<file path="src/rtl/fmaPkg.sv">
// shared opcode type and fixed datapath constants for the FMA unit
// imported by the datapath modules and the testbench
`default_nettype none

package fmaPkg;

  ////////////////////
  // operations
  ////////////////////

  // bit 0 negates the addend and bit 1 negates the product
  typedef enum logic [1:0] {
    FMADD  = 2'b00,
    FMSUB  = 2'b01,
    FNMADD = 2'b10,
    FNMSUB = 2'b11
  } fmaOpE;

  ////////////////////
  // datapath constants
  ////////////////////

  // extra low bits kept below the product lsb for rounding
  localparam int GUARD_BITS = 2;

endpackage

`default_nettype wire

</file>
<file path="src/rtl/fmaOperandIf.sv">
// unpacked operand bundle from the unpacker to the multiplier and aligner
// producer drives every field, consumers only read
`timescale 1ns/1ps
`default_nettype none

interface fmaOperandIf import fmaPkg::*; #(
  parameter int NE = 5,
  parameter int NF = 10
) ();

  // signs after the opcode has been applied
  logic          productSign;
  logic          addendSign;
  // biased exponent fields
  logic [NE-1:0] Xe, Ye, Ze;
  // significands with hidden bit, zero when the operand is zero
  logic [NF:0]   Xm, Ym, Zm;
  logic          XZero, YZero, ZZero;
  fmaOpE         op;

  modport producer (
    output productSign, addendSign, Xe, Ye, Ze, Xm, Ym, Zm, XZero, YZero, ZZero, op
  );

  modport consumer (
    input productSign, addendSign, Xe, Ye, Ze, Xm, Ym, Zm, XZero, YZero, ZZero, op
  );

endinterface

`default_nettype wire

</file>
<file path="src/rtl/fmaAdd.sv">
// adds or subtracts the aligned addend and the product
// gives the magnitude, its exponent and the result sign
`timescale 1ns/1ps
`default_nettype none

module fmaAdd import fmaPkg::*; #(
  parameter int NE     = 5,
  parameter int NF     = 10,
  parameter int FMALEN = 3*NF+6
) (
  input  logic [2*NF+1:0]      Pm,
  input  logic signed [NE+1:0] Pe,
  input  logic [FMALEN-1:0]    Am,
  input  logic                 ASticky,
  input  logic                 KillProd,
  input  logic                 productSign,
  input  logic                 addendSign,
  input  logic                 ZZero,
  output logic [FMALEN-1:0]    Sm,
  output logic signed [NE+1:0] Se,
  output logic                 resultSign,
  output logic                 sumZero
);

  logic              effSub;
  logic [FMALEN-1:0] pAligned;
  logic              stickyA;
  logic              stickyP;
  logic [FMALEN-1:0] sumAdd;
  logic [FMALEN:0]   diffPos;
  logic [FMALEN-1:0] diffNeg;
  logic              negSum;
  logic              zeroTerms;

  assign effSub = productSign ^ addendSign;

  // product lined up under the addend, guard bits below
  assign pAligned = KillProd ? '0 : {(NF+2)'(0), Pm, GUARD_BITS'(0)};

  // sticky belongs to the addend unless the product was killed
  assign stickyA = ASticky & ~KillProd;
  assign stickyP = ASticky & KillProd;

  assign sumAdd = pAligned + Am;

  // P - A, the missing +1 is dropped while addend bits sit below
  assign diffPos = {1'b0, pAligned} + {1'b1, ~Am} + {{FMALEN{1'b0}}, ~stickyA};
  assign negSum  = effSub & diffPos[FMALEN];
  // A - P, a killed nonzero product takes one lsb off the addend
  assign diffNeg = Am + ~pAligned + {{(FMALEN-1){1'b0}}, ~stickyP};

  assign Sm = !effSub ? sumAdd : (negSum ? diffNeg : diffPos[FMALEN-1:0]);

  // exponent was already chosen in stage one
  assign Se = Pe;

  assign sumZero = ~|Sm;

  // product is zero whenever it was killed beside a zero addend
  assign zeroTerms = KillProd & ZZero;

  // exact zero is +0, only two negative zeros stay negative
  assign resultSign = sumZero ? (zeroTerms & productSign & addendSign)
                    : (negSum ? addendSign : productSign);

endmodule

`default_nettype wire

</file>
<file path="src/rtl/fmaAlign.sv">
// aligns the addend against the full-width product
// gives the shifted addend, its sticky bit and the product kill flag
`timescale 1ns/1ps
`default_nettype none

module fmaAlign import fmaPkg::*; #(
  parameter int NE     = 5,
  parameter int NF     = 10,
  parameter int FMALEN = 3*NF+6
) (
  fmaOperandIf.consumer     operands,
  output logic [FMALEN-1:0] Am,
  output logic              ASticky,
  output logic              KillProd
);

  localparam int BIAS = 2**(NE-1) - 1;

  logic signed [NE+1:0]   aCnt;
  logic [FMALEN+NF-1:0]   zmPre;
  logic [FMALEN+NF-1:0]   zmShifted;
  logic                   killZ;

  ////////////////////
  // shift count
  ////////////////////

  // taken from the raw exponents in parallel with the multiplier
  // aCnt of NF+1+GUARD_BITS puts the addend on the product's hidden bit
  assign aCnt = {2'b00, operands.Xe} + {2'b00, operands.Ye} - (NE+2)'(BIAS)
              + (NE+2)'(NF+1+GUARD_BITS) - {2'b00, operands.Ze};

  // addend starts at the very top with NF extra bits below for the sticky
  assign zmPre = {operands.Zm, (FMALEN-1)'(0)};

  // a negative count puts the product entirely below the addend lsb
  assign KillProd = (aCnt[NE+1] & ~operands.ZZero) | operands.XZero | operands.YZero;
  // addend falls past the guard bits
  assign killZ = aCnt > $signed((NE+2)'(3*NF+3+GUARD_BITS));

  ////////////////////
  // shifter
  ////////////////////

  always_comb begin
    if (KillProd) begin
      // addend parked on the product's hidden-bit position
      zmShifted = {(NF+3)'(0), operands.Zm, (2*NF+2)'(0)};
      ASticky   = ~(operands.XZero | operands.YZero);
    end else if (killZ) begin
      zmShifted = '0;
      ASticky   = ~operands.ZZero;
    end else begin
      zmShifted = zmPre >> aCnt;
      // bits that fell off the bottom
      ASticky   = |zmShifted[NF-1:0];
    end
  end

  assign Am = zmShifted[FMALEN+NF-1:NF];

  // below the kill threshold a nonzero addend always keeps its hidden bit inside Am
  always_comb begin
    if (!killZ && !operands.ZZero) begin
      assert (Am != '0);
    end
  end

endmodule

`default_nettype wire

</file>
<file path="src/rtl/fmaMult.sv">
// significand multiplier and product exponent
// combinational, part of stage one
`timescale 1ns/1ps
`default_nettype none

module fmaMult #(
  parameter int NE = 5,
  parameter int NF = 10
) (
  fmaOperandIf.consumer        operands,
  output logic [2*NF+1:0]      Pm,
  output logic signed [NE+1:0] Pe
);

  localparam int BIAS = 2**(NE-1) - 1;

  // full-width product, two integer bits in front of 2NF fraction bits
  assign Pm = operands.Xm * operands.Ym;

  // product exponent, may go negative on underflow
  // two spare bits keep the sign and the carry
  assign Pe = $signed({2'b00, operands.Xe}) + $signed({2'b00, operands.Ye})
            - $signed((NE+2)'(BIAS));

endmodule

`default_nettype wire

</file>
<file path="src/rtl/fmaNormRound.sv">
// normalizes the sum, rounds to nearest-even and packs the result
// combinational, end of stage two
`timescale 1ns/1ps
`default_nettype none

module fmaNormRound import fmaPkg::*; #(
  parameter int NE     = 5,
  parameter int NF     = 10,
  parameter int FMALEN = 3*NF+6
) (
  input  logic [FMALEN-1:0]    Sm,
  input  logic signed [NE+1:0] Se,
  input  logic                 resultSign,
  input  logic                 sumZero,
  input  logic                 ASticky,
  output logic [NE+NF:0]       result
);

  localparam int LZW = $clog2(FMALEN+1);
  localparam int EW  = NE + 4;
  // distance from the product hidden bit to the top of the sum
  localparam int EXP_OFFSET = FMALEN - 1 - 2*NF - GUARD_BITS;

  logic [LZW-1:0]       lzc;
  logic [FMALEN-1:0]    normSm;
  logic signed [EW-1:0] normExp;
  logic signed [EW-1:0] finalExp;
  logic [NF:0]          mant;
  logic                 guardBit;
  logic                 roundBit;
  logic                 stickyBit;
  logic                 roundUp;
  logic [NF+1:0]        rounded;
  logic [NF-1:0]        frac;
  logic                 underflow;

  ////////////////////
  // normalize
  ////////////////////

  // highest set bit wins, scanning upward
  always_comb begin
    lzc = LZW'(FMALEN);
    for (int i = 0; i < FMALEN; i++) begin
      if (Sm[i]) begin
        lzc = LZW'(FMALEN - 1 - i);
      end
    end
  end

  assign normSm  = Sm << lzc;
  assign normExp = EW'(Se) + EW'(EXP_OFFSET) - EW'(lzc);

  ////////////////////
  // round
  ////////////////////

  assign mant      = normSm[FMALEN-1 -: NF+1];
  assign guardBit  = normSm[FMALEN-NF-2];
  assign roundBit  = normSm[FMALEN-NF-3];
  assign stickyBit = (|normSm[FMALEN-NF-4:0]) | ASticky;

  // ties go to the even significand
  assign roundUp = guardBit & (roundBit | stickyBit | mant[0]);
  assign rounded = {1'b0, mant} + {{(NF+1){1'b0}}, roundUp};

  // carry out means 1.11..1 became 10.00..0
  assign finalExp  = normExp + EW'(rounded[NF+1]);
  assign frac      = rounded[NF+1] ? '0 : rounded[NF-1:0];
  assign underflow = finalExp <= 0;

  ////////////////////
  // pack
  ////////////////////

  assign result = (sumZero || underflow) ? {resultSign, {(NE+NF){1'b0}}}
                : {resultSign, finalExp[NE-1:0], frac};

  // overflow is outside the supported range
  always_comb begin
    if (|result[NE+NF-1:0]) begin
      assert (result[NE+NF-1:NF] != '1);
    end
  end

endmodule

`default_nettype wire

</file>
<file path="src/rtl/fmaPipe.sv">
// top level of the FMA unit with two register stages and valid/ready flow control
// stage one unpacks, multiplies and aligns
// stage two adds, normalizes and rounds
`timescale 1ns/1ps
`default_nettype none

module fmaPipe import fmaPkg::*; #(
  parameter int NE = 5,
  parameter int NF = 10
) (
  input  logic           clk,
  input  logic           rst,
  input  logic           inValid,
  output logic           inReady,
  input  fmaOpE          op,
  input  logic [NE+NF:0] x,
  input  logic [NE+NF:0] y,
  input  logic [NE+NF:0] z,
  output logic           outValid,
  input  logic           outReady,
  output logic [NE+NF:0] result
);

  localparam int FMALEN = 3*NF + 6;

  fmaOperandIf #(.NE(NE), .NF(NF)) operands ();

  logic [2*NF+1:0]      pm;
  logic signed [NE+1:0] pe;
  logic [FMALEN-1:0]    am;
  logic                 aSticky;
  logic                 killProd;
  // stage one register
  logic                 s1Valid;
  logic [2*NF+1:0]      s1Pm;
  logic signed [NE+1:0] s1Exp;
  logic [FMALEN-1:0]    s1Am;
  logic                 s1ASticky, s1KillProd, s1PSign, s1ASign, s1ZZero;
  // stage two outputs
  logic [FMALEN-1:0]    sm;
  logic signed [NE+1:0] se;
  logic                 resultSign, sumZero;
  logic [NE+NF:0]       rounded;
  logic                 s2Ready;

  ////////////////////
  // stage one
  ////////////////////

  fmaUnpack #(.NE(NE), .NF(NF)) unpack (.op(op), .x(x), .y(y), .z(z), .operands(operands));

  fmaMult #(.NE(NE), .NF(NF)) mult (.operands(operands), .Pm(pm), .Pe(pe));

  fmaAlign #(.NE(NE), .NF(NF), .FMALEN(FMALEN)) align (
    .operands(operands), .Am(am), .ASticky(aSticky), .KillProd(killProd)
  );

  // each register loads when empty or when the stage after it drains
  assign s2Ready = ~outValid | outReady;
  assign inReady = ~s1Valid | s2Ready;

  always_ff @(posedge clk) begin
    if (rst) begin
      s1Valid <= 1'b0;
    end else if (inReady) begin
      s1Valid <= inValid;
    end
  end

  always_ff @(posedge clk) begin
    if (inReady && inValid) begin
      s1Pm       <= pm;
      // a killed product leaves the addend on the product position
      s1Exp      <= killProd ? $signed({2'b00, operands.Ze}) : pe;
      s1Am       <= am;
      s1ASticky  <= aSticky;
      s1KillProd <= killProd;
      s1PSign    <= operands.productSign;
      s1ASign    <= operands.addendSign;
      s1ZZero    <= operands.ZZero;
    end
  end

  ////////////////////
  // stage two
  ////////////////////

  fmaAdd #(.NE(NE), .NF(NF), .FMALEN(FMALEN)) add (
    .Pm(s1Pm), .Pe(s1Exp), .Am(s1Am), .ASticky(s1ASticky), .KillProd(s1KillProd),
    .productSign(s1PSign), .addendSign(s1ASign), .ZZero(s1ZZero),
    .Sm(sm), .Se(se), .resultSign(resultSign), .sumZero(sumZero)
  );

  fmaNormRound #(.NE(NE), .NF(NF), .FMALEN(FMALEN)) normRound (
    .Sm(sm), .Se(se), .resultSign(resultSign), .sumZero(sumZero),
    .ASticky(s1ASticky), .result(rounded)
  );

  always_ff @(posedge clk) begin
    if (rst) begin
      outValid <= 1'b0;
    end else if (s2Ready) begin
      outValid <= s1Valid;
    end
  end

  // result register
  always_ff @(posedge clk) begin
    if (s2Ready && s1Valid) begin
      result <= rounded;
    end
  end

  ////////////////////
  // checks
  ////////////////////

  // a stalled result must hold until taken
  assert property (@(posedge clk) disable iff (rst)
    outValid && !outReady |=> $stable(result));

endmodule

`default_nettype wire

</file>
<file path="src/rtl/fmaUnpack.sv">
// splits the three inputs into fields and applies the opcode's signs
// combinational, first part of stage one
`timescale 1ns/1ps
`default_nettype none

module fmaUnpack import fmaPkg::*; #(
  parameter int NE = 5,
  parameter int NF = 10
) (
  input  fmaOpE           op,
  input  logic [NE+NF:0]  x,
  input  logic [NE+NF:0]  y,
  input  logic [NE+NF:0]  z,
  fmaOperandIf.producer   operands
);

  logic negProduct;
  logic negAddend;

  // exponent fields
  assign operands.Xe = x[NE+NF-1:NF];
  assign operands.Ye = y[NE+NF-1:NF];
  assign operands.Ze = z[NE+NF-1:NF];

  // zero exponent means zero, subnormals are flushed here
  assign operands.XZero = ~|x[NE+NF-1:NF];
  assign operands.YZero = ~|y[NE+NF-1:NF];
  assign operands.ZZero = ~|z[NE+NF-1:NF];

  // hidden bit in front, whole significand cleared for a zero
  assign operands.Xm = operands.XZero ? '0 : {1'b1, x[NF-1:0]};
  assign operands.Ym = operands.YZero ? '0 : {1'b1, y[NF-1:0]};
  assign operands.Zm = operands.ZZero ? '0 : {1'b1, z[NF-1:0]};

  // opcode negation rules
  assign negProduct = (op == FNMADD) || (op == FNMSUB);
  assign negAddend  = (op == FMSUB) || (op == FNMSUB);

  assign operands.productSign = x[NE+NF] ^ y[NE+NF] ^ negProduct;
  assign operands.addendSign  = z[NE+NF] ^ negAddend;
  assign operands.op          = op;

endmodule

`default_nettype wire

</file>
<file path="config.mk">
export PLATFORM = sky130hd
export DESIGN_NAME = fmaPipe
export DESIGN_NICKNAME = d
export VERILOG_FILES = /design/src/rtl/fmaPkg.sv /design/src/rtl/fmaOperandIf.sv /design/src/rtl/fmaAdd.sv /design/src/rtl/fmaAlign.sv /design/src/rtl/fmaMult.sv /design/src/rtl/fmaNormRound.sv /design/src/rtl/fmaPipe.sv /design/src/rtl/fmaUnpack.sv
export SDC_FILE = /design/constraint.sdc
export NUM_CORES = 1
export LEC_CHECK = 0
export ABC_CLOCK_PERIOD_IN_PS = 12400
export BUFFER_PORTS_ARGS = -buffer_cell sky130_fd_sc_hd__buf_4
export CAP_MARGIN = 20
export CORE_MARGIN = 10
export CORE_UTILIZATION = 30
export CTS_CLUSTER_DIAMETER = 100
export CTS_CLUSTER_SIZE = 40
export DETAILED_ROUTE_END_ITERATION = 10
export GPL_ROUTABILITY_DRIVEN = 0
export GPL_TIMING_DRIVEN = 0
export PLACE_DENSITY_LB_ADDON = 0.05
export SYNTH_ARGS = -nofsm -noshare
export SYNTH_HDL_FRONTEND = slang
export SYNTH_HIERARCHICAL = 1
export SYNTH_SLANG_ARGS = --single-unit
</file>
<file path="constraint.sdc">
create_clock -name clk -period 12.4 [get_ports clk]
set_input_delay 1.24 -clock clk [delete_from_list [all_inputs] [get_ports clk]]
set_output_delay 1.24 -clock clk [all_outputs]
set_load 0.02 [all_outputs]
</file>
; Word level (Yosys, flattened, before mapping)
; Cells that the tools add are included.
[classes]
addsub = 15
n_mul = 1
order_cmp = 2
n_eq_ne = 3
shifts = 2
n_mux = 49
bitwise_logic = 28
n_reduce_logical = 17
[op_table]
columns = operator, count
row1 = 2-to-1 mux 6 bit, 32
row2 = adder 36 bit, 2
row3 = 2-to-1 mux 36 bit, 2
row4 = NOT 36 bit, 2
row5 = 2-to-1 mux 33 bit, 2
row6 = right shift 46 x 7 -> 46 bit, 1
row7 = adder 36 x 37 -> 37 bit, 1
row8 = adder 37 x 1 -> 37 bit, 1
row9 = adder 36 x 1 -> 36 bit, 1
row10 = OR reduction 36 bit, 1
row11 = left shift 36 x 6 -> 36 bit, 1
row12 = 2-to-1 mux 11 bit, 3
row13 = 2-to-1 mux 24 bit, 1
row14 = OR reduction 23 bit, 1
row15 = multiplier 11 x 11 -> 22 bit, 1
row16 = OR reduction 5 bit, 3
row17 = adder 11 x 1 -> 12 bit, 1
row18 = adder 5 x 5 -> 6 bit, 2
row19 = 2-to-1 mux 3 bit, 4
row20 = OR reduction 10 bit, 1
row21 = adder 9 x 1 -> 9 bit, 1
row22 = less-or-equal comparator 9 x 1 -> 1 bit (second input constant), 1
row23 = subtractor 9 x 6 -> 9 bit, 1
row24 = adder 7 x 5 -> 8 bit (second input constant), 1
row25 = other kinds (17), 50
[word_totals]
regBits = 88
in_bits = 54
output_inout_bits = 18
word_cells = 132

; Logic depth before layout (Yosys ltp)
[depth]
depth_word = 54
ltp_mapped = 48
ltp_nobuf = 41

; Modules after synthesis
; The synthesis kept the hierarchy.
[modules_own_cells]
columns = mod, n_inst, cells_each, area_per_inst_um2, seq_area_each_um2
row1 = fmaAdd, 1, 844, 5616.6, 0.0
row2 = fmaMult, 1, 519, 4335.4, 0.0
row3 = fmaNormRound, 1, 600, 3997.6, 0.0
row4 = fmaPipe, 1, 104, 2770.2, 2622.5
row5 = fmaAlign, 1, 276, 1911.8, 0.0
row6 = fmaUnpack, 1, 68, 531.8, 0.0

; Worst setup path after synthesis
; No wires, ideal clock.
[synth_path]
path_type = reg-to-reg
startpoint = register s1KillProd
endpoint = register result[4], data pin
setup_time_ps = 160
arrival_time_ps = 8316
t_required_ps = 12240
setup_slack_ps = 3925
stages_incl_launch_ff = 45
n_path_buf = 7
synth_period_minus_slack_ps = 8475
path_cell_list = edfxtp_1 > clkbuf_1 > nand2b_1 > inv_1 > ha_1 > buf_6 > a21oi_4 > o21ai_2 > a211o_4 > a221o_1 > buf_6 > buf_6 > or4_1 > nand4_1 > inv_2 > buf_2 > or4_1 > o2111ai_1 > [9 not listed] > nor3_1 > nand2_1 > fa_1 > inv_1 > ha_1 > fa_1 > a21o_1 > a21oi_1 > o21bai_1 > a21oi_1 > nor3_1 > a21oi_1 > a21oi_1 > or3_1 > clkbuf_1 > inv_1 > o21ai_2 > nor3b_1
[synth_via]
word_cells_on_any_way = 65
classes_between = add/sub (8) / order compare (1) / shift (1) / mux (39) / bitwise (11) / reduce/logical (5)
[synth_rtl]
columns = element, line_no
row1 = from (decl), fmaPipe.sv:38  ; logic s1ASticky, s1KillProd, s1PSign, s1ASign, s1ZZero;
row2 = from (signal assigned), fmaPipe.sv:77  ; s1KillProd <= killProd;
row3 = branches (longest 6 deep; another with adder 36 x 37 -> 37 bit), --
row4 = 2-to-1 mux 36 bit (*), fmaAdd.sv:52  ; assign Sm = !effSub ? sumAdd : (negSum ? diffNeg : diffPos[FMALEN-1:0]);
row5 = net sm[4], fmaPipe.sv:40  ; logic [FMALEN-1:0] sm;
row6 = 2-to-1 mux 6 bit (32 in a row), fmaNormRound.sv:45  ; if (Sm[i]) begin
row7 = left shift 36 x 6 -> 36 bit, fmaNormRound.sv:51  ; assign normSm = Sm << lzc;
row8 = OR reduction 23 bit, fmaNormRound.sv:61  ; assign stickyBit = (|normSm[FMALEN-NF-4:0]) | ASticky;
row9 = bitwise OR 1 bit, fmaNormRound.sv:61
row10 = bitwise OR 1 bit (2 in a row), fmaNormRound.sv:64  ; assign roundUp = guardBit & (roundBit | stickyBit | mant[0]);
row11 = bitwise AND 1 bit, fmaNormRound.sv:64
row12 = adder 11 x 1 -> 12 bit, fmaNormRound.sv:65  ; assign rounded = {1'b0, mant} + {{(NF+1){1'b0}}, roundUp};
row13 = adder 9 x 1 -> 9 bit, fmaNormRound.sv:68  ; assign finalExp = normExp + EW'(rounded[NF+1]);
row14 = less-or-equal comparator 9 x 1 -> 1 bit, fmaNormRound.sv:70  ; assign underflow = finalExp <= 0;
row15 = logical OR 1 bit, fmaNormRound.sv:76  ; assign result = (sumZero || underflow) ? {resultSign, {(NE+NF){1'b0}}}
row16 = OR reduction 2 bit (no source line), --
row17 = to (signal assigned), fmaPipe.sv:110  ; result <= rounded;
row18 = to (decl), fmaPipe.sv:21  ; output logic [NE+NF:0] result
; Mark *: on every way through the listed nets, which the timed path passes.
; A chain may end at the register's enable or synchronous reset.

; Worst setup path after layout
[layout_path]
startpoint = register s1KillProd
endpoint = register result[5], data pin
[layout_via]
word_cells_on_any_way = 65
classes_between = add/sub (8) / order compare (1) / shift (1) / mux (39) / bitwise (11) / reduce/logical (5)
[layout_rtl]
columns = element, line_no
row1 = branches (longest 6 deep; another with adder 36 x 37 -> 37 bit), --
row2 = 2-to-1 mux 36 bit (*), fmaAdd.sv:52
row3 = net sm[32], fmaPipe.sv:40
row4 = 2-to-1 mux 6 bit (4 in a row), fmaNormRound.sv:45
row5 = left shift 36 x 6 -> 36 bit, fmaNormRound.sv:51
row6 = OR reduction 23 bit, fmaNormRound.sv:61
row7 = bitwise OR 1 bit, fmaNormRound.sv:61
row8 = bitwise OR 1 bit (2 in a row), fmaNormRound.sv:64
row9 = bitwise AND 1 bit, fmaNormRound.sv:64
row10 = adder 11 x 1 -> 12 bit, fmaNormRound.sv:65
row11 = adder 9 x 1 -> 9 bit, fmaNormRound.sv:68
row12 = less-or-equal comparator 9 x 1 -> 1 bit, fmaNormRound.sv:70
row13 = logical OR 1 bit, fmaNormRound.sv:76
row14 = OR reduction 2 bit (no source line), --
; Marks and branches as above.

==> impl_metrics.tcl <==
set metrics [dict create \
    layout_min_cycle_time_ps 11690 \
    drt_wl_total_mm 77.9 \
    cts_made_buffers 9 \
    clk_pin_slew_ps 70 \
    die_x_um 273 \
    cts_tree "built" \
    grt_max_degree 68 \
    slowest_stage "o31ai_1" \
    required_ps 12480 \
    slew_headroom 0.227 \
    crit_family "compound AO/OA/AOI/OAI gates" \
    crit_type "flop to flop" \
    area_delta_synth_final_pct 10.6 \
    cts_sinks 88 \
    grt_use_total 0.204 \
    post-route-period-util 0.942 \
    grt_pass1_vias 18900 \
    cp-start-kind "flop" \
    p_leak_nw 8.75 \
    status "finished clean" \
    final_cell_mix "254 x inv_1, 199 x nand2_1, 166 x a21oi_1, 163 x ha_1, 140 x nor2_1" \
    drt-initial-drc-count 2117 \
    yosysWarnings 6 \
    hp-class "flop to flop" \
    path_max_fanout 10 \
    core_area_um2 63100 \
    syn_area_um2 19100 \
    drc_errors 0 \
    path_depth 41 \
    post-cts-setup-buffers 0 \
    final_util 0.336 \
    whs_path_depth 2 \
    die-area_um2 74300 \
    die_h_um 273 \
    grt_pass1_wl_mm 120 \
    diodes 0 \
    synth.net_count 2715 \
    layout_commonest_cell "inv_1" \
    clk_path_buf_depth 2 \
    num_vias 19000 \
    reg2reg_depth 41 \
    peakVddDrop_mv 0.0947 \
    num_rows 92 \
    antenna_found_initial 0 \
    pin_count 72 \
    max_stage_delay_ps 630 \
    max_freq_mhz 85.6 \
    dr.pass1.iters 5 \
    start_util 0.304 \
    antenna_left 0 \
    setup_viol 0 \
    grt_setup_unrepaired "false" \
    cts_htree_levels 3 \
    worst_pin_slew_ps 1150 \
    crit_arrival_ps 11770 \
    grt.overflow.total 0 \
    avgViaCountPerCell 5.68 \
    hold_viol 0 \
    clock_latency_ps 350 \
    path_buf_inv 9 \
    syn_area_per_cell_um2 7.95 \
    tns_ps 0 \
    power_density_nw_per_um2 238 \
    drv_slew 0 \
    wire_per_inst_um 23.3 \
    fin_worst_skew_ps 8.35 \
    nets 2805 \
    numPortBuffers 71 \
    root_buffer "clkbuf_16" \
    place_hpwl_mm 64.3 \
    drv_cap 0 \
    cp-end-kind "flop" \
    syn_inst 2409 \
    drive_above_1_share 0.128 \
]
[report_power, final]
group          switching (mW)  leakage (nW)  internal (mW)
sequential             0.0604         0.872          0.466
clock                   0.120         0.153          0.177
combinational            2.78          7.73           1.44
[path summary, 6_finish.rpt]
path,startpoint,endpoint,slack [ps]
setup / recovery,s1KillProd,result[5],710
hold / removal,s1Valid,outValid,460
setup reg to reg,s1KillProd,result[5],710
hold reg to reg,s1Valid,outValid,460
[what timing repair did]
action                                  CTS  global route
endpoints found under the setup margin    0            11
hold buffers                              0             0
gates resized for setup                   0            11
[final cells by class]
cell class | instances | area (um^2)
buffer | 165 | 891
sequential | 88 | 2620
inverter | 260 | 978
clock inverter | 7 | 95.1
fill | 6949 | 41900
clock buffer | 9 | 225
multi-input combinational | 1896 | 14700
tap | 846 | 1060
timing repair buffer | 79 | 608
[sequential cells by signal (all words and copies together) (netlist names)]
name / count
s1Valid: 1
s1KillProd: 1
outValid: 1
s1Pm: 22
s1PSign: 1
s1ASign: 1
s1Am: 36
s1ZZero: 1
result: 16
s1Exp: 7
s1ASticky: 1
[worst reg2reg max path, delay by kind of cell, from the launching register on]
kind / cells / cell delay (ps)
compound gates: 12 / 3780
simple gates: 14 / 3030
buf+inv: 9 / 2480
fa+ha+maj: 4 / 1190
xor+xnor: 2 / 430
flops: 1 / 530
[metrics by stage]
| step | setup WS, ps | cell area (um^2) | total power [mW] | hold slack [ps] | instances |
|---|---|---|---|---|---|
| after floorplan | 3920 | 19100 | 3.40 | 428 | 2409 |
| after global placement | 541 | 20700 | 4.64 | 439 | 3326 |
| after detailed placement | 700 | 20800 | 4.62 | 451 | 3332 |
| after CTS | 644 | 21100 | 4.96 | 461 | 3348 |
| after global routing | 13.6 | 21200 | 5.44 | 497 | 3350 |
| final | 713 | 21200 | 5.04 | 460 | 3350 |
[per-layer routing]
layer | vias up | global-route usage | share of wire
met3 | 100 | 0.0215 | 0.066
li1 | 8866 | - | -
met5 | - | 0 | 0
met4 | 0 | 0.0550 | 0.024
met2 | 785 | 0.316 | 0.44
met1 | 9281 | 0.296 | 0.47
No activity file was read; power rests on OpenSTA's default activity.
